### config.mk
export PLATFORM = sky130hd
export DESIGN_NAME = issue_stage
export DESIGN_NICKNAME = d
export VERILOG_FILES = /design/src/rtl/issue_pkg.sv /design/src/rtl/issue_queue.sv /design/src/rtl/reg_depends.sv /design/src/rtl/pair_hazard.sv /design/src/rtl/pipe_steer.sv /design/src/rtl/issue_stage.sv
export VERILOG_INCLUDE_DIRS = /design/src /design/src/rtl
export SDC_FILE = /design/constraint.sdc
export NUM_CORES = 1
export LEC_CHECK = 0
export BUFFER_PORTS_ARGS = -buffer_cell sky130_fd_sc_hd__buf_4
export CAP_MARGIN = 20
export CORE_AREA = 2 2 363 365
export DETAILED_ROUTE_END_ITERATION = 6
export DIE_AREA = 0 0 365 367
export PLACE_DENSITY_LB_ADDON = 0.3
export SETUP_SLACK_MARGIN = 0.05
export SLEW_MARGIN = 20
export SYNTH_ARGS = -nofsm -noshare
export SYNTH_HDL_FRONTEND = slang
export SYNTH_HIERARCHICAL = 1
export SYNTH_SLANG_ARGS = --single-unit
### constraint.sdc
create_clock -name clk -period 19.45 [get_ports clk]
set_input_delay 2.9175 -clock clk [delete_from_list [all_inputs] [get_ports clk]]
set_output_delay 2.9175 -clock clk [all_outputs]
set_load 0.02 [all_outputs]
### src/rtl/issue_defs.svh
`ifndef ISSUE_DEFS_SVH
`define ISSUE_DEFS_SVH

//////////////////////////////////////////////////
// datapath widths
//////////////////////////////////////////////////

`define INST_WIDTH      32 // instruction word.
`define ADDR_WIDTH      32 // pc.
`define ID_WIDTH        6  // instruction id.
`define REG_ADDR_WIDTH  5  // 32 registers.

`define QUEUE_DEPTH     8
`define FREE_WIDTH      4  // holds 0 to QUEUE_DEPTH.

//////////////////////////////////////////////////
// instruction fields
//////////////////////////////////////////////////

`define OPCODE_MSB      31
`define OPCODE_LSB      26
`define RS_MSB          25
`define RS_LSB          21
`define RT_MSB          20
`define RT_LSB          16
`define RD_MSB          15
`define RD_LSB          11

`endif

### src/rtl/issue_pkg.sv
`include "issue_defs.svh"

package issue_pkg;

  // top two bits select the group.
  typedef enum logic [5:0] {
    NOP   = 6'h00, // register alu group.
    JR    = 6'h01,
    ADD   = 6'h02,
    SUB   = 6'h03,
    CMP   = 6'h04,
    TEST  = 6'h05,
    ADDI  = 6'h10, // immediate alu group.
    SUBI  = 6'h11,
    CMPI  = 6'h12,
    TESTI = 6'h13,
    LW    = 6'h20, // memory group.
    SW    = 6'h21,
    JMP   = 6'h30, // jump group.
    JE    = 6'h31
  } opcode_e;

  typedef enum logic [1:0] {
    PIPE_ALU,
    PIPE_MEMORY,
    PIPE_BRANCH
  } pipe_e;

  typedef struct packed {
    logic [`ID_WIDTH-1:0]   id;
    logic [`ADDR_WIDTH-1:0] pc;
    logic [`INST_WIDTH-1:0] instruction;
  } queue_entry_t;

  typedef struct packed {
    logic [`REG_ADDR_WIDTH-1:0] src0;
    logic [`REG_ADDR_WIDTH-1:0] src1;
    logic [`REG_ADDR_WIDTH-1:0] dest;
    logic                       use_src0;
    logic                       use_src1;
    logic                       use_dest;
  } reg_use_t;

  typedef struct packed {
    logic                       valid;
    logic [`REG_ADDR_WIDTH-1:0] dest; // load target not yet written.
  } load_ahead_t;

  typedef struct packed {
    logic         valid;
    queue_entry_t entry;
  } issue_slot_t;

endpackage

### src/rtl/issue_queue.sv
`timescale 1ns/100ps

`include "issue_defs.svh"

module issue_queue (
  input  logic                    clk,
  input  logic                    arst_n,
  input  logic                    flush,
  input  logic                    push0,
  input  logic                    push1,
  input  issue_pkg::queue_entry_t push_data0,
  input  issue_pkg::queue_entry_t push_data1,
  input  logic                    pop0,
  input  logic                    pop1,
  output issue_pkg::queue_entry_t head0,
  output issue_pkg::queue_entry_t head1,
  output logic [1:0]              head_valid,
  output logic [`FREE_WIDTH-1:0]  free,
  output logic                    stall
);

  issue_pkg::queue_entry_t entries      [`QUEUE_DEPTH];
  issue_pkg::queue_entry_t entries_next [`QUEUE_DEPTH];

  logic [`FREE_WIDTH-1:0] count;
  logic [`FREE_WIDTH-1:0] count_next;
  logic [`FREE_WIDTH-1:0] pop_num;
  logic [`FREE_WIDTH-1:0] base; // first empty slot after the pop.
  logic                   accept0;
  logic                   accept1;

  assign free  = `FREE_WIDTH'(`QUEUE_DEPTH) - count;
  assign stall = free < `FREE_WIDTH'(2);

  assign accept0 = push0 && !stall && !flush;
  assign accept1 = push1 && !stall && !flush;

  assign pop_num = `FREE_WIDTH'(pop0) + `FREE_WIDTH'(pop1);

  //////////////////////////////////////////////////
  // compact then append
  //////////////////////////////////////////////////

  always_comb begin
    base       = count - pop_num;
    count_next = base + `FREE_WIDTH'(accept0) + `FREE_WIDTH'(accept1);
    for (int i = 0; i < `QUEUE_DEPTH; i++) begin
      entries_next[i] = entries[i];
      if (pop1) begin
        if (i + 2 < `QUEUE_DEPTH) begin
          entries_next[i] = entries[(i + 2) % `QUEUE_DEPTH];
        end
      end else if (pop0) begin
        if (i + 1 < `QUEUE_DEPTH) begin
          entries_next[i] = entries[(i + 1) % `QUEUE_DEPTH];
        end
      end
      if (accept0 && i == base) begin
        entries_next[i] = push_data0;
      end
      if (accept1 && i == base + `FREE_WIDTH'(accept0)) begin
        entries_next[i] = push_data1; // lands behind push0 when both push.
      end
    end
    if (flush) begin
      count_next = '0;
    end
  end

  always_ff @(posedge clk) begin
    entries <= entries_next;
  end

  always_ff @(posedge clk or negedge arst_n) begin
    if (!arst_n) begin
      count <= '0;
    end else begin
      count <= count_next;
    end
  end

  //////////////////////////////////////////////////
  // head view
  //////////////////////////////////////////////////

  assign head_valid[0] = count != '0;
  assign head_valid[1] = count > `FREE_WIDTH'(1);

  // empty slots read as nop.
  assign head0 = head_valid[0] ? entries[0] : '0;
  assign head1 = head_valid[1] ? entries[1] : '0;

endmodule

### src/rtl/reg_depends.sv
`timescale 1ns/100ps

`include "issue_defs.svh"

module reg_depends
  import issue_pkg::*;
(
  input  logic [`INST_WIDTH-1:0] instruction,
  output reg_use_t               reg_use
);

  opcode_e                    opcode;
  logic [`REG_ADDR_WIDTH-1:0] rs;
  logic [`REG_ADDR_WIDTH-1:0] rt;
  logic [`REG_ADDR_WIDTH-1:0] rd;

  assign opcode = opcode_e'(instruction[`OPCODE_MSB:`OPCODE_LSB]);
  assign rs     = instruction[`RS_MSB:`RS_LSB];
  assign rt     = instruction[`RT_MSB:`RT_LSB];
  assign rd     = instruction[`RD_MSB:`RD_LSB];

  always_comb begin
    reg_use = '0;
    case (opcode[5:4])
      2'b00: begin
        if (opcode == JR) begin
          reg_use.src0     = rs;
          reg_use.use_src0 = 1'b1;
        end else if (opcode != NOP) begin
          reg_use = '{src0: rs, src1: rt, dest: rd,
                      use_src0: 1'b1, use_src1: 1'b1, use_dest: 1'b1};
        end
      end
      2'b01: begin
        reg_use = '{src0: rs, src1: '0, dest: rt,
                    use_src0: 1'b1, use_src1: 1'b0, use_dest: 1'b1};
      end
      2'b10: begin
        if (opcode == LW) begin
          reg_use = '{src0: rs, src1: '0, dest: rt,
                      use_src0: 1'b1, use_src1: 1'b0, use_dest: 1'b1};
        end else if (opcode == SW) begin
          reg_use = '{src0: rs, src1: rt, dest: '0,
                      use_src0: 1'b1, use_src1: 1'b1, use_dest: 1'b0};
        end
      end
      2'b11: reg_use = '0; // jumps read nothing.
    endcase
  end

endmodule

### src/rtl/pair_hazard.sv
`timescale 1ns/100ps

module pair_hazard
  import issue_pkg::*;
(
  input  logic [1:0]  entry_valid,
  input  reg_use_t    use0,
  input  reg_use_t    use1,
  input  load_ahead_t load_ahead,
  output logic [1:0]  issue_mask
);

  logic load_hit;
  logic split_hit;

  function automatic logic reads_reg(reg_use_t use_in, logic [4:0] reg_addr);
    return (use_in.use_src0 && use_in.src0 == reg_addr) ||
           (use_in.use_src1 && use_in.src1 == reg_addr);
  endfunction

  // load result arrives too late for either head entry.
  assign load_hit = load_ahead.valid &&
                    (reads_reg(use0, load_ahead.dest) || reads_reg(use1, load_ahead.dest));

  // entry 1 needs what entry 0 writes.
  assign split_hit = use0.use_dest && reads_reg(use1, use0.dest);

  always_comb begin
    issue_mask = entry_valid;
    if (load_hit) begin
      issue_mask = 2'b00;
    end else if (split_hit) begin
      issue_mask[1] = 1'b0;
    end
  end

endmodule

### src/rtl/pipe_steer.sv
`timescale 1ns/100ps

module pipe_steer
  import issue_pkg::*;
(
  input  opcode_e    opcode0,
  input  opcode_e    opcode1,
  input  logic [1:0] mask_in,
  output logic [1:0] mask_out,
  output logic       first
);

  pipe_e pipe0;
  pipe_e pipe1;

  function automatic pipe_e pipe_of(opcode_e op);
    pipe_e pipe;
    case (op[5:4])
      2'b00: begin
        pipe = (op == CMP || op == TEST) ? PIPE_BRANCH : PIPE_ALU;
      end
      2'b01: begin
        pipe = (op == CMPI || op == TESTI) ? PIPE_BRANCH : PIPE_ALU;
      end
      2'b10:   pipe = PIPE_MEMORY;
      default: pipe = PIPE_BRANCH; // jump group.
    endcase
    return pipe;
  endfunction

  assign pipe0 = pipe_of(opcode0);
  assign pipe1 = pipe_of(opcode1);

  //////////////////////////////////////////////////
  // port 0 takes branch, port 1 takes memory
  //////////////////////////////////////////////////

  always_comb begin
    mask_out = mask_in;
    first    = 1'b0;
    case ({pipe0, pipe1})
      {PIPE_BRANCH, PIPE_BRANCH}: begin
        mask_out = mask_in & 2'b01; // one branch unit.
      end
      {PIPE_MEMORY, PIPE_MEMORY}: begin
        mask_out = mask_in & 2'b01;
        first    = 1'b1;
      end
      {PIPE_MEMORY, PIPE_BRANCH},
      {PIPE_MEMORY, PIPE_ALU},
      {PIPE_ALU, PIPE_BRANCH}: begin
        first = 1'b1;
      end
      default: first = 1'b0;
    endcase
  end

endmodule

### src/rtl/issue_stage.sv
`timescale 1ns/100ps

`include "issue_defs.svh"

module issue_stage
  import issue_pkg::*;
(
  input  logic                   clk,
  input  logic                   arst_n,
  input  logic                   flush,
  input  logic                   push0,
  input  logic                   push1,
  input  queue_entry_t           push_data0,
  input  queue_entry_t           push_data1,
  input  load_ahead_t            load_ahead,
  output logic                   stall,
  output logic [`FREE_WIDTH-1:0] free,
  output issue_slot_t            issue0,
  output issue_slot_t            issue1,
  output logic                   first
);

  queue_entry_t head0;
  queue_entry_t head1;
  logic [1:0]   head_valid;
  reg_use_t     use0;
  reg_use_t     use1;
  logic [1:0]   hazard_mask;
  logic [1:0]   issue_mask;
  issue_slot_t  slot0;
  issue_slot_t  slot1;

  issue_queue i_queue (
    .clk        (clk),
    .arst_n     (arst_n),
    .flush      (flush),
    .push0      (push0),
    .push1      (push1),
    .push_data0 (push_data0),
    .push_data1 (push_data1),
    .pop0       (issue_mask[0]),
    .pop1       (issue_mask[1]),
    .head0      (head0),
    .head1      (head1),
    .head_valid (head_valid),
    .free       (free),
    .stall      (stall)
  );

  reg_depends i_depends0 (
    .instruction (head0.instruction),
    .reg_use     (use0)
  );

  reg_depends i_depends1 (
    .instruction (head1.instruction),
    .reg_use     (use1)
  );

  pair_hazard i_hazard (
    .entry_valid (head_valid),
    .use0        (use0),
    .use1        (use1),
    .load_ahead  (load_ahead),
    .issue_mask  (hazard_mask)
  );

  pipe_steer i_steer (
    .opcode0  (opcode_e'(head0.instruction[`OPCODE_MSB:`OPCODE_LSB])),
    .opcode1  (opcode_e'(head1.instruction[`OPCODE_MSB:`OPCODE_LSB])),
    .mask_in  (hazard_mask),
    .mask_out (issue_mask),
    .first    (first)
  );

  //////////////////////////////////////////////////
  // slot build and lane swap
  //////////////////////////////////////////////////

  always_comb begin
    slot0 = '0;
    slot1 = '0;
    if (!flush) begin
      if (issue_mask[0]) begin
        slot0 = '{valid: 1'b1, entry: head0};
      end
      if (issue_mask[1]) begin
        slot1 = '{valid: 1'b1, entry: head1};
      end
    end
    issue0 = first ? slot1 : slot0;
    issue1 = first ? slot0 : slot1; // entry 0 moves to port 1 on swap.
  end

endmodule

# After elaboration in Yosys (flattened, before gate mapping)
# Cells that the tools add are included.
[op_classes] addsub=6 n_mul=0 div_mod_pow=0 order_cmp=2 eq_ne=46 shift=0 n_mux=66 n_bitwise=0 reduce_logical=56
[ops] op="$mux 70" n=32
[ops] op="$mux 71" n=6
[ops] op="$pmux 18 s4" n=2
[ops] op="$eq 3x32->1 const A" n=4
[ops] op="$mux 18" n=6
[ops] op="$eq 2x32->1 const A" n=2
[ops] op="$eq 1x32->1 const A" n=1
[ops] op="$logic_not 32->1" n=1
[ops] op="$eq 5x5->1" n=6
[ops] op="$logic_and 1x1->1" n=28
[ops] op="$reduce_bool 4->1" n=7
[ops] op="$eq 6x3->1 const B" n=4
[ops] op="$eq 6x5->1 const B" n=4
[ops] op="$eq 6x6->1 const B" n=4
[ops] op="$mux 10" n=2
[ops] op="$eq 3x4->1 const A" n=4
[ops] op="$mux 2" n=7
[ops] op="$eq 4x3->1 const B" n=3
[ops] op="$eq 6x1->1 const B" n=2
[ops] op="$pmux 2 s3" n=2
[ops] op="$reduce_bool 6->1" n=2
[ops] op="$mux 5" n=2
[ops] op="$add 4x1->4" n=2
[ops] op="$eq 2x2->1 const B" n=4
[ops] op="other kinds (23)" n=39
[word_totals] register_bits=564 latch_bits=0 ramBits=0 mem_bits_ro=0 input_bits=151 output_inout_bits=148 elab_cells=201 n_memories=0

# Logic depth before layout (Yosys ltp)
[logic_depth] ltp_word=20 depth_mapped=35 ltp_nobuf=27

# By module
# Netlist, hierarchy kept.
[by_module_without_submodules] mod="issue_queue" instances=1 cells_per_inst=2447 area_each_um2=35851.9 seq_area_each_um2=16916.2
[by_module_without_submodules] mod="issue_stage" instances=1 cells_per_inst=334 area_each_um2=1930.6 seq_area_each_um2=0.0
[by_module_without_submodules] mod="reg_depends" instances=2 cells_per_inst=45 area_each_um2=282.8 seq_area_each_um2=0.0
[by_module_without_submodules] mod="pair_hazard" instances=1 cells_per_inst=48 area_each_um2=364.1 seq_area_each_um2=0.0
[by_module_without_submodules] mod="pipe_steer" instances=1 cells_per_inst=16 area_each_um2=95.1 seq_area_each_um2=0.0

# Least setup slack after synthesis
# OpenSTA, ideal clock, no wires.
[synth_path] path_type="input to register" from="input port load_ahead[2] (netlist name)" to="register i_queue/entries[100] (netlist name), enable pin" setup_time_ps=517 arrival_ps=9105 required_time_ps=18933 path_slack_ps=9829 stages=24 path_buffers=4 cell_sequence="xor2_1 -> nor4_1 -> nand3_1 -> a41o_1 -> and3_1 -> o21ai_0 -> a21oi_1 -> clkbuf_1 -> clkbuf_1 -> clkbuf_1 -> inv_1 -> fa_1 -> inv_1 -> ha_1 -> nor2_1 -> ha_1 -> inv_1 -> ha_1 -> nor3b_1 -> xnor3_1 -> nor3_1 -> nand2_1 -> buf_2 -> o211ai_1"
[synth_between] elab_chain_cells=14 elab_cells_between_ends=25 classes_between="add/sub (3); eq/ne (7); mux (3); reduce/logical (12)"
[synth_rtl] item="start: declaration" line_no="issue_stage.sv:15" rtl="input load_ahead_t load_ahead,"
[synth_rtl] item="$eq 5x5->1 (on tied branches)" line_no="pair_hazard.sv:17, pair_hazard.sv:18"
[synth_rtl] item="$logic_and 1x1->1 (on tied branches)" line_no="pair_hazard.sv:17, pair_hazard.sv:18"
[synth_rtl] item="$logic_or 1x1->1" line_no="pair_hazard.sv:17" rtl="return (use_in.use_src0 && use_in.src0 == reg_addr) ||"
[synth_rtl] item="$logic_or 1x1->1 (*)" line_no="pair_hazard.sv:23" rtl="(reads_reg(use0, load_ahead.dest) || reads_reg(use1, load_ahead.dest));"
[synth_rtl] item="$logic_and 1x1->1 (*)" line_no="pair_hazard.sv:22" rtl="assign load_hit = load_ahead.valid &&"
[synth_rtl] item="$mux 1 (*)" line_no="pair_hazard.sv:30" rtl="if (load_hit) begin"
[synth_rtl] item="net hazard_mask[1]" line_no="issue_stage.sv:28" rtl="logic [1:0] hazard_mask;"
[synth_rtl] item="$mux 2 (*)" line_no="pipe_steer.sv:41" rtl="case ({pipe0, pipe1})"
[synth_rtl] item="net issue_mask[1]" line_no="issue_stage.sv:29" rtl="logic [1:0] issue_mask;"
[synth_rtl] item="$add 1x1->2 (no source line)"
[synth_rtl] item="$sub 4x4->4" line_no="issue_queue.sv:45" rtl="base = count - pop_num;"
[synth_rtl] item="$add 4x1->5" line_no="issue_queue.sv:61" rtl="if (accept1 && i == base + `FREE_WIDTH'(accept0)) begin"
[synth_rtl] item="$eq 3x32->1" line_no="issue_queue.sv:61"
[synth_rtl] item="$logic_and 1x1->1" line_no="issue_queue.sv:61"
[synth_rtl] item="$ne 3x3->1 (no source line) or $reduce_bool 3->1 (tied branches)"
[synth_rtl] item="$reduce_and 2->1 (no source line) (*)"
[synth_rtl] item="end signal: assignment" line_no="issue_queue.sv:71" rtl="entries <= entries_next;"
[synth_rtl] item="end: declaration" line_no="issue_queue.sv:22" rtl="issue_pkg::queue_entry_t entries [`QUEUE_DEPTH];"
# Mark *: on every way through the listed nets, which the timed path passes. The rest lies on a longest branch.
# A chain may end at the register's enable or synchronous reset.

==> impl_results.md <==
* GP Congestion at 0.828
* Final period util at 52.8%
* Global-route wire length before repair at 179000 um
* Initial antenna violation count at 15
* Root Buffer: clkbuf_16
* Post-CTS sizing at 0
* Max-Slew Margin vs Limit at 30.6%
* YS warnings at 6
* Layout Nets at 3262
* CP Cell Sequence: inv_1 -> ha_1 -> nand2_4 -> buf_4 -> and2_1 -> nand2_1 -> mux2_2 -> nor3b_1 -> xor2_1 -> nor4_1 -> nand3_1 -> a41o_1 -> and3_1 -> o21ai_0 -> a21oi_4 -> buf_4 -> buf_4 -> buf_4 -> nand2_1 -> o22ai_1 -> buf_4
* Iter 0 DRT Violations at 1575
* Synth Area per Inst at 13.3 um2
* Fmax at 97.4 MHz
* Worst path top cell family by delay: buffers and inverters
* 1st-pass router iterations at 5
* Hold Crit Class: flop to flop
* Vias/cell at 5.06
* Reg clk slew, reported paths at 0.06 ns
* Mapped cell area at 0.0387 mm2
* Status: finished, final reports clean
* DR DRC count at 0
* Final WL at 123000 um
* Skew-Pair Late Insertion Delay at 0.64 ns
* Die W at 365 um
* I/O Buffers at 298
* Largest stage delay, worst path at 0.63 ns
* Max FO, Critical Path at 51
* Clk sinks at 564
* Most frequent CP cell: buf_4
* Row Count at 133
* Mapped Cells at 2909
* Bufs on Longest Clock Path at 3
* TritonCTS clock tree: done
* Syn-to-layout area delta at 15.6%
* Global route overflow at 0
* Pin count of the biggest net entering global routing at 74
* Final setup viols at 0
* Hold_buf cts at 0
* Postcts setup bufs at 0
* Fin. Hold Viols at 0
* Die area at 0.134 mm2
* Nature of the critical path startpoint: flop
* Kind of critical path: flop to primary output
* Num CTS Buffers at 71
* Final core utilization at 34.3%
* Crit path required time at 16.53 ns
* Final setup skew at 0.0320 ns
* Slew @ Worst Pin at 1.04 ns
* Core Area at 0.130 mm2
* Post-Syn Nets at 3071
* Vias at 24900
* CP arrival at 7.35 ns
* Setup ws final at 9.19 ns
* GRT Total Usage at 17.8%
* Die height at 367 um
* Setup TNS Final at 0 ns
* Drt wl/cell at 24.9 um
* Initial Utilization at 29.6%
* Vias in the first global route at 25600
* Maxcap violations at 0
* Slowest CP cell: buf_4
* CP bufs+invs at 6
* Slew Limit Fails at 0
* Share of cells above drive strength 1 at 56.8%
* HPWL Detailed at 74600 um
* Unrepaired setup endpoints after global routing: false
* Crit. End Element: primary output
* Post-DRT Antenna Nets at 0
* Final hold slack at 0.671 ns
* I/O Pins at 299
* Pre-CTS setup slack at 9.61 ns
* H-tree Lvls at 3
* Final Critical Period at 10.26 ns
## sequential cells by signal (all words and copies together) (netlist names)
| register | cells |
|---|---|
| i_queue/entries | 560 |
| i_queue/count | 4 |
## routing by layer
layer  vias to the layer above  global-route usage (%)  routed length [um]
met1                     12600                    24.4               56700
met5                         -                   0.726                  62
met2                       601                    29.0               57000
met3                       121                    3.17                6740
met4                        10                    4.21                1970
li1                      11600                       -                   -
## worst min-delay path, delay by kind of cell (launching register included)
kind          cells  cell delay, ns
multiplexers      2            0.25
flip-flops        1            0.33
## placed cells by master (no fill, tap or decap), types with 2 or more instances in the layout
master / n
dfrtp_1: 4
nand4_1: 14
mux2_1: 183
nand3_1: 15
clkbuf_16: 71
diode_2: 11
nor2b_1: 72
nor3_4: 2
o22ai_1: 111
clkinv_2: 13
nand2_1: 155
nor2_1: 18
nor4_1: 5
nor3b_1: 15
nand2b_1: 2
and2_1: 80
edfxtp_1: 560
nand3_4: 8
clkinvlp_4: 2
nor3_1: 12
clkbuf_1: 14
bufinv_16: 5
and2_4: 2
o22ai_2: 30
xnor2_1: 19
o21ai_0: 4
inv_1: 14
xor2_1: 18
mux2_2: 1289
nand2_4: 4
nor4_4: 3
inv_6: 6
buf_4: 347
clkinv_1: 13
fa_1: 2
nand3b_1: 3
mux2i_1: 4
ha_1: 9
## cell type report
cell class / instances / area, um2
antenna: 11 / 27.5
clock buffer: 85 / 1830
clock inverter: 39 / 332
fill: 13000 / 85800
inverter: 14 / 52.6
multi-input combinational: 2102 / 20700
sequential: 564 / 16900
tap: 1755 / 2200
timing repair buffer: 347 / 2610
## through the flow
step	cells	cell area (um2)
floorplan	2909	38700
global placement	4782	42500
detailed placement	4782	42500
CTS	4906	44700
global route	4911	44700
finish	4917	44700
## path summary, 6_finish.rpt
kind | start | end | slack (ns) | depth (start not counted)
worst max-delay path | i_queue/count[1]$_DFF_PN0_ | issue1[41] | 9.19 | 21
worst max register to register | i_queue/count[1]$_DFF_PN0_ | i_queue/entries[488]$_DFFE_PP_ | 9.61 | 29
worst min-delay path | i_queue/entries[28]$_DFFE_PP_ | i_queue/entries[98]$_DFFE_PP_ | 0.67 | 2
worst min register to register | i_queue/entries[28]$_DFFE_PP_ | i_queue/entries[98]$_DFFE_PP_ | 0.67 | 2
max in group asynchronous | arst_n | i_queue/count[1]$_DFF_PN0_ | 17.28 | 1
min in group asynchronous | arst_n | i_queue/count[3]$_DFF_PN0_ | 2.07 | 1
Power is left out: the tool's default activity adds up to more than one toggle a clock period on the data nets, which glitch-free logic cannot reach.
